### config.mk
export PLATFORM = sky130hd
export DESIGN_NAME = stencil_read_select
export DESIGN_NICKNAME = d
export VERILOG_FILES = /design/src/common/stencil_pkg.sv /design/src/stencil_cache/stencil_read_select.sv
export SDC_FILE = /design/constraint.sdc
export NUM_CORES = 1
export LEC_CHECK = 0
export BUFFER_PORTS_ARGS = -buffer_cell sky130_fd_sc_hd__buf_2
export CAP_MARGIN = 20
export CORE_MARGIN = 5
export CORE_UTILIZATION = 29
export CTS_BUF_LIST = sky130_fd_sc_hd__clkbuf_16
export DETAILED_ROUTE_END_ITERATION = 6
export PLACE_DENSITY = 0.77
export SYNTH_ARGS = -nofsm -noshare
export SYNTH_HDL_FRONTEND = slang
export SYNTH_SLANG_ARGS = --single-unit
### constraint.sdc
create_clock -name clk_i -period 1.5 [get_ports clk_i]
set_clock_uncertainty 0.1 [all_clocks]
set_input_delay 0.15 -clock clk_i [delete_from_list [all_inputs] [get_ports clk_i]]
set_output_delay 0.15 -clock clk_i [all_outputs]
set_load 0.005 [all_outputs]
### src/common/stencil_pkg.sv
package stencil_pkg;

    // ------------------------------------------------------------------------
    // Address and data geometry
    // ------------------------------------------------------------------------

    // Full stencil address, covering 32K words
    localparam int STENCIL_ADDR_W = 15;

    // Stencil word and write mask
    localparam int STENCIL_DATA_W = 16;

    // Bank id is built from address bits 7:6 and bit 0
    localparam int BANK_ID_W = 3;
    localparam int NUM_BANKS = 8;

    // Row inside a bank, from address bits 14:8 and 5:1
    localparam int BANK_ROW_W = 12;

    // ------------------------------------------------------------------------
    // Bank write path
    // ------------------------------------------------------------------------

    // WR_MERGE holds a masked write for one cycle
    // while the old word comes back from the RAM
    typedef enum logic [0:0]
    {
        WR_IDLE  = 1'b0,
        WR_MERGE = 1'b1
    } wr_state_e;

endpackage
### src/stencil_cache/stencil_read_select.sv
`timescale 1ns/100ps

module stencil_read_select
(
     input  logic                                   clk_i
    ,input  logic                                   rst_i
    ,input  logic                                   rd_req_i
    ,input  logic [stencil_pkg::BANK_ID_W-1:0]      rd_bank_id_i
    ,input  logic [stencil_pkg::NUM_BANKS-1:0][stencil_pkg::STENCIL_DATA_W-1:0] bank_data_i
    ,output logic [stencil_pkg::STENCIL_DATA_W-1:0] rd_value_o
);
    import stencil_pkg::*;

    logic [BANK_ID_W-1:0] rd_bank_id_q;

    // Bank of the last read, held until the next request
    always_ff @(posedge clk_i)
    begin
        if (rst_i)
            rd_bank_id_q <= '0;
        else if (rd_req_i)
            rd_bank_id_q <= rd_bank_id_i;
    end

    // Bank words are valid one cycle after the request
    assign rd_value_o = bank_data_i[rd_bank_id_q];

    // An unknown id would make the output mux pick garbage
    assert property (@(posedge clk_i) disable iff (rst_i)
        !$isunknown(rd_bank_id_q))
    else $error("stencil read select: bank id unknown");

endmodule

==> results.ini <==
[cts]
cts_made_buffers = 3
ctsRootBufferMaster = clkbuf_16
cts_tree = built
clockBufferDepth = 2
htreeDepth = 1
insertion_delay_ns = 0.22
cts_setup_buffers = 0
clock-sinks = 3
path_clk_slew_ns = 0.03
hold_buffers = 0

[final_layout]
mostFrequentLayoutCells = buf_2 (133), mux4_2 (31), mux2_4 (16), buf_6 (16)
reg_top3 = rd_bank_id_q x3
top_register = rd_bank_id_q
layout-drive-gt1-share_pct = 95.4
nets = 353
diodes = 0
final_common_cell = buf_2
fin_cells = 268
largest_register_ffs = 3
syn_to_final_growth_pct = 87.5

[worst_setup_path]
reg2reg_from = rd_bank_id_q[0]
cp-startpoint = rd_bank_id_q[0]
cp-end-kind = primary output
critical_path_required_ns = 1.25
r2r-end = rd_bank_id_q[0]
reg2reg_slack_ns = 0.59
cp.arrival_ns = 1.73
endpoint = rd_value_o[4]
r2r.worst_path.cells = 3
startpoint_type = flip-flop
path_class = reg -> out
cp_max_fo = 12

[placement]
place_inst = 263
io_buffers = 149
dp.final_hpwl_mm = 4.01
gp_congestion = 0.791

[global_routing]
gr-total-overflow = 0
antenna_found_initial = 0
track_usage_pct = 16.9
grt_pass1_wl_mm = 6.95
grt_pass1_vias = 1521
grt_max_degree = 19

[outcome]
status = finished with violations
violations = setup timing

[power_and_ir_drop]
switching_power_mw = 0.285
p_total_mw = 1.20
p_clk_share_pct = 35.0
p_sw_share_pct = 23.9
ir_worst_vdd_v = 0.000585
p_seq_share_pct = 7.8
p_int_mw = 0.911
power.share.combinational_pct = 57.2
powerDensity_mw_per_mm2 = 547
p_leak_nw = 1.06

[floorplanning]
initial_core_util_pct = 29.5
boundaryPins = 150
rows = 23
dieArea_sq_mm = 0.00538
core_sq_mm = 0.00394
die-width_um = 73.4
fp.dieH_um = 73.4

[routing]
drc = 0
ant_nets = 0
drtIter0Drc = 26
avgViaCountPerCell = 4.92
vias = 1318
drt_first_pass_iters = 4
wl_mm = 4.69
wl_per_cell_um = 17.5

[timing]
hold_violations = 0
slew_violations = 0
setup_slack_ns = -0.475
fmax_mhz = 506
post-route-period-util_pct = 132
layout_min_cycle_time_ns = 1.98
worst_hold_slack_ns = 0.0104
finalSetupViolations = 16
rsz0062_at_grt = yes
relSlewSlack_pct = 87.3
tightest_slew_ns = 0.190

[yosys]
ys_ff_latch = 3
syn_nets = 201
syn_inst = 67
ys_warn_count = 0
synth.distinct_cells = 9
synth_area_sq_mm = 0.00116
avgSynthCellArea_sq_um = 17.4
ys_seq_area_share_pct = 5.16

[job]
maxCapViolations = 0

[hold_path]
hp-class = in -> reg

-- final cells by class --
class / count / area [sq um]
Clock buffer: 3 / 75.1
Multi-Input combinational cell: 54 / 1010
Timing Repair Buffer: 157 / 973
Sequential cell: 3 / 63.8
Tap cell: 50 / 62.6
Fill cell: 339 / 1760
Clock inverter: 1 / 3.75
-- Yosys cell counts --
master / instances / area, sq um
clkbuf_1: 2 / 7.51
mux4_2: 8 / 180
mux2i_1: 3 / 30.0
nor2_1: 3 / 11.3
buf_2: 4 / 20.0
buf_6: 4 / 45.0
mux2_2: 16 / 180
mux4_1: 24 / 631
dfxtp_1: 3 / 60.1
-- what timing repair did --
| item | in CTS | in global routing |
|---|---|---|
| cloned | 0 | 1 |
| setup endpoints to repair | 16 | 16 |
| gates resized for setup | 16 | 3 |
| pin swaps | 0 | 0 |
-- worst min-delay path by stage --
stage | start | to | depth (start not counted)
5_1_grt | rst_i | rd_bank_id_q[2] | 2
2_1_floorplan | rst_i | rd_bank_id_q[0] | 1
3_5_place_dp | rst_i | rd_bank_id_q[1] | 2
4_1_cts | rst_i | rd_bank_id_q[0] | 2
6_report | rst_i | rd_bank_id_q[0] | 2
3_3_place_gp | rst_i | rd_bank_id_q[0] | 2
-- power groups by stage --
stage                     Sequential (mW)  Clock [mW]  Combinational [mW]
after floorplan                    0.0876           0               0.339
after global placement             0.0930           0               0.585
after detailed placement           0.0932           0               0.598
after CTS                          0.0913       0.424               0.667
after global routing               0.0934       0.432               0.738
final                              0.0927       0.419               0.684
-- logic make-up after synthesis --
group | Yosys count | share of synthesized area (%)
DFF | 3 | 5.16
and+or+nand+nor | 3 | 0.967
buffers and inverters | 10 | 6.23
muxes | 51 | 87.6
-- through the flow --
stage / area (sq um) / util [%] / setup WS, ns / TNS (ns)
floorplan: 1170 / - / -0.0877 / -1.34
global placement: 1990 / 50.4 / -0.272 / -3.86
detailed placement: 1990 / 50.4 / -0.284 / -4.10
CTS: 2140 / 54.3 / -0.493 / -7.32
global route: 2180 / 55.4 / -0.516 / -7.96
finish: 2180 / 55.4 / -0.475 / -7.25
-- layer usage --
| layer | share of wire [%] | track usage [%] |
|---|---|---|
| met1 | 31 | 16.7 |
| met2 | 58 | 33.9 |
| met3 | 9.7 | 4.51 |
| met4 | 1.3 | 4.63 |
| met5 | 0 | 0 |
-- worst max-delay path, cell delays in order (launching register included) --
cell	delay, ns
dfxtp_4	0.40
buf_12	0.17
mux4_2	0.53
mux2_4	0.28
buf_6	0.12
Note: power is estimated with default switching activity, not from simulation.
