`src/common/stencil_pkg.sv`:
```
package stencil_pkg;

    // ------------------------------------------------------------------------
    // Address and data geometry
    // ------------------------------------------------------------------------

    // Full stencil address, covering 32K words
    localparam int STENCIL_ADDR_W = 15;

    // Stencil word and write mask
    localparam int STENCIL_DATA_W = 16;

    // Bank id is built from address bits 7:6 and bit 0
    localparam int BANK_ID_W = 3;
    localparam int NUM_BANKS = 8;

    // Row inside a bank, from address bits 14:8 and 5:1
    localparam int BANK_ROW_W = 12;

    // ------------------------------------------------------------------------
    // Bank write path
    // ------------------------------------------------------------------------

    // WR_MERGE holds a masked write for one cycle
    // while the old word comes back from the RAM
    typedef enum logic [0:0]
    {
        WR_IDLE  = 1'b0,
        WR_MERGE = 1'b1
    } wr_state_e;

endpackage
```
`src/stencil_cache/stencil_addr_decode.sv`:
```
`timescale 1ns/100ps

module stencil_addr_decode
(
     input  logic                                   rd_req_i
    ,input  logic [stencil_pkg::STENCIL_ADDR_W-1:0] rd_addr_i
    ,input  logic                                   wr_req_i
    ,input  logic [stencil_pkg::STENCIL_ADDR_W-1:0] wr_addr_i

    ,output logic [stencil_pkg::BANK_ROW_W-1:0]     rd_row_o
    ,output logic [stencil_pkg::BANK_ROW_W-1:0]     wr_row_o
    ,output logic [stencil_pkg::BANK_ID_W-1:0]      rd_bank_id_o
    ,output logic [stencil_pkg::NUM_BANKS-1:0]      rd_bank_en_o
    ,output logic [stencil_pkg::NUM_BANKS-1:0]      wr_bank_en_o
);
    import stencil_pkg::*;

    logic [BANK_ID_W-1:0] wr_bank_id;

    // ------------------------------------------------------------------------
    // Address split
    // ------------------------------------------------------------------------

    // Neighbouring pixels land in different banks
    assign rd_bank_id_o = {rd_addr_i[7:6], rd_addr_i[0]};
    assign wr_bank_id   = {wr_addr_i[7:6], wr_addr_i[0]};

    assign rd_row_o = {rd_addr_i[14:8], rd_addr_i[5:1]};
    assign wr_row_o = {wr_addr_i[14:8], wr_addr_i[5:1]};

    // ------------------------------------------------------------------------
    // Per-bank enables
    // ------------------------------------------------------------------------

    always_comb
    begin
        for (int i = 0; i < NUM_BANKS; i++)
        begin
            rd_bank_en_o[i] = rd_req_i && (rd_bank_id_o == BANK_ID_W'(i));
            wr_bank_en_o[i] = wr_req_i && (wr_bank_id == BANK_ID_W'(i));
        end
    end

    // At most one bank addressed per port
    always_comb
    begin
        assert ($onehot0(rd_bank_en_o) && $onehot0(wr_bank_en_o))
        else $error("stencil decode: more than one bank enabled");
    end

endmodule

```
`config.mk`:
```
export PLATFORM = sky130hd
export DESIGN_NAME = stencil_addr_decode
export DESIGN_NICKNAME = d
export VERILOG_FILES = /design/src/common/stencil_pkg.sv /design/src/stencil_cache/stencil_addr_decode.sv
export SDC_FILE = /design/constraint.sdc
export NUM_CORES = 1
export LEC_CHECK = 0
export BUFFER_PORTS_ARGS = -buffer_cell sky130_fd_sc_hd__buf_2
export CAP_MARGIN = 10
export CORE_UTILIZATION = 27
export DETAILED_ROUTE_END_ITERATION = 8
export PLACE_DENSITY = 0.84
export SETUP_SLACK_MARGIN = 0.05
export SYNTH_ARGS = -nofsm -noshare
export SYNTH_HDL_FRONTEND = slang
export SYNTH_SLANG_ARGS = --single-unit
```
`constraint.sdc`:
```
create_clock -name vclk -period 0.8
set_clock_uncertainty 0.15 [all_clocks]
set_input_delay 0.16 -clock vclk [all_inputs]
set_output_delay 0.16 -clock vclk [all_outputs]
set_load 0.01 [all_outputs]
```
==> impl_metrics.env <==
export IMPL_status="finished, violations left"
export IMPL_violations="negative setup slack"
export IMPL_power_density_nw_per_um2=412.5
export IMPL_grt_first_pass_wirelength_um=1262
export IMPL_worstPathArrival_ns=0.69
export IMPL_synthesis_area_um2=395.4
export IMPL_routed_wl_um=1048
export IMPL_max_vdd_ir_drop_uv=126.0
export IMPL_overflow=0
export IMPL_hpwl_um=588.3
export IMPL_hold_ws_ns=0.1700
export IMPL_final_seq_area_um2=0
export IMPL_portBuffers=27
export IMPL_num_rows=13
export IMPL_p_int_uw=189.5
export IMPL_pwr_share_comb=1.000
export IMPL_syn_area_per_cell_um2=9.195
export IMPL_rsz0062_at_grt="yes"
export IMPL_die_w_um=40.27
export IMPL_max_stage_delay_ns=0.25
export IMPL_maxCapViolCount=0
export IMPL_seq_power_share=0
export IMPL_grt_use_total=0.1080
export IMPL_drt_pass1_iter_count=3
export IMPL_critPathCapture="wr_bank_en_o[0]"
export IMPL_fmax_mhz=999.8
export IMPL_slowest_stage="nor4b_4"
export IMPL_final_cell_mix="buf_6 (20), and4bb_2 (6), and4b_2 (6), buf_8 (5)"
export IMPL_io_pins=75
export IMPL_finalHoldViolations=0
export IMPL_final_common_cell="buf_6"
export IMPL_fin_crit_ns=1.000
export IMPL_nets=83
export IMPL_diodes=0
export IMPL_final_util=0.5009
export IMPL_leakage_uw=0.0003101
export IMPL_die_h_um=40.27
export IMPL_crit_type="in2out"
export IMPL_worstMarginPinSlew_ns=0.1835
export IMPL_period_share=1.250
export IMPL_clkbuf_count=0
export IMPL_path_max_fanout=8
export IMPL_fillers=127
export IMPL_stdcell_area_um2=668.1
export IMPL_gp_congestion=0.5563
export IMPL_hold_path_class="in2out"
export IMPL_seq_area_frac_synth=0
export IMPL_drt_iter0_drc=4
export IMPL_initial_utilization=0.2964
export IMPL_crit_start="wr_addr_i[0]"
export IMPL_finalSetupViolCount=17
export IMPL_seq_cell_count=0
export IMPL_antenna_found_initial=0
export IMPL_vias=332
export IMPL_core_area_um2=1334
export IMPL_slew_viol_final=0
export IMPL_post_route_drc_count=0
export IMPL_routedWlPerCell_um=16.38
export IMPL_placed_area_um2=386.6
export IMPL_ys_warn_count=0
export IMPL_power_switching_uw=86.12
export IMPL_end_kind="output pin"
export IMPL_synthToLayoutAreaGrowth_pct=68.99
export IMPL_synth_distinct_cells=5
export IMPL_relSlewSlack=0.8771
export IMPL_drive_gt1_frac=1.000
export IMPL_syn_nets=75
export IMPL_p_clk_frac=0
export IMPL_startpoint_type="input port"
export IMPL_viasPerCell=5.188
export IMPL_grt_max_degree=10
export IMPL_grt_pass1_vias=287
export IMPL_synthCells=43
export IMPL_die_area_um2=1621
export IMPL_worst_slack_ns=-0.2002
export IMPL_critPathRequiredTime_ns=0.49
export IMPL_swShare=0.3125
export IMPL_drtAntennaViolNets=0
export IMPL_cp_cell_sequence="buf_8 -> nor4b_4 -> buf_2"
synthesized netlist by cell type:
library cell / instances / area (um2)
and4_2: 2 / 20.02
and4b_2: 6 / 67.56
and4bb_2: 6 / 75.07
buf_4: 27 / 202.7
nor4b_2: 2 / 30.03
worst min path at each step:
stage	from	end	slack, ns	cells past startpoint
floorplan	rd_addr_i[0]	rd_bank_en_o[0]	0.20	1
global placement	rd_addr_i[14]	rd_row_o[11]	0.17	0
detailed placement	rd_addr_i[14]	rd_row_o[11]	0.17	0
CTS	rd_addr_i[14]	rd_row_o[11]	0.17	0
global route	wr_addr_i[13]	wr_row_o[10]	0.17	0
finish	rd_addr_i[13]	rd_row_o[10]	0.17	0
kinds of logic after synthesis:
logic type,count (synthesis),synth area share
simple gates,16,0.4873
buf+inv,27,0.5126
power by group through the flow:
stage               clock network [uW]  registers, uW  logic, uW
CTS                                  0              0        258
global placement                     0              0        142
detailed placement                   0              0        147
global route                         0              0        289
floorplan                            0              0        189
finish                               0              0        276
through the flow:
step	instances	setup TNS, ns	total power, uW	setup WS (ns)
after global routing	64	-2.816	289.0	-0.2242
after global placement	61	-3.577	141.7	-0.2355
after detailed placement	61	-3.783	147.1	-0.2540
after floorplan	43	0	188.6	0.02792
after CTS	63	-2.566	258.0	-0.2047
final	64	-2.572	275.6	-0.2002
per-layer routing:
| metal | share of wire | wire length, um | GRT usage | vias up |
|---|---|---|---|---|
| li1 | - | - | - | 150 |
| met1 | 0.37 | 387 | 0.1331 | 159 |
| met2 | 0.54 | 567 | 0.1855 | 23 |
| met3 | 0.089 | 93 | 0.03333 | 0 |
| met4 | 0 | 0 | 0.01667 | 0 |
| met5 | 0 | 0 | 0 | - |
layout make-up:
cell class,count,area [um2],area share
Multi-Input combinational cell,16,211.5,0.3165
Tap cell,15,18.77,0.02809
Timing Repair Buffer,33,437.9,0.6554
critical path, delay by kind of cell:
family / cells / cell delay (ns)
buffers and inverters: 2 / 0.28
AND/OR/NAND/NOR: 1 / 0.25
repair_timing:
action | 4_1_cts | 5_1_grt
cloned | 2 | 1
pin swaps | 7 | 5
setup buffers | 0 | 1
setup endpoints to repair | 19 | 19
gates resized for setup | 45 | 3
hold buffers | 0 | 0
Note: power is estimated with default switching activity, not from simulation.
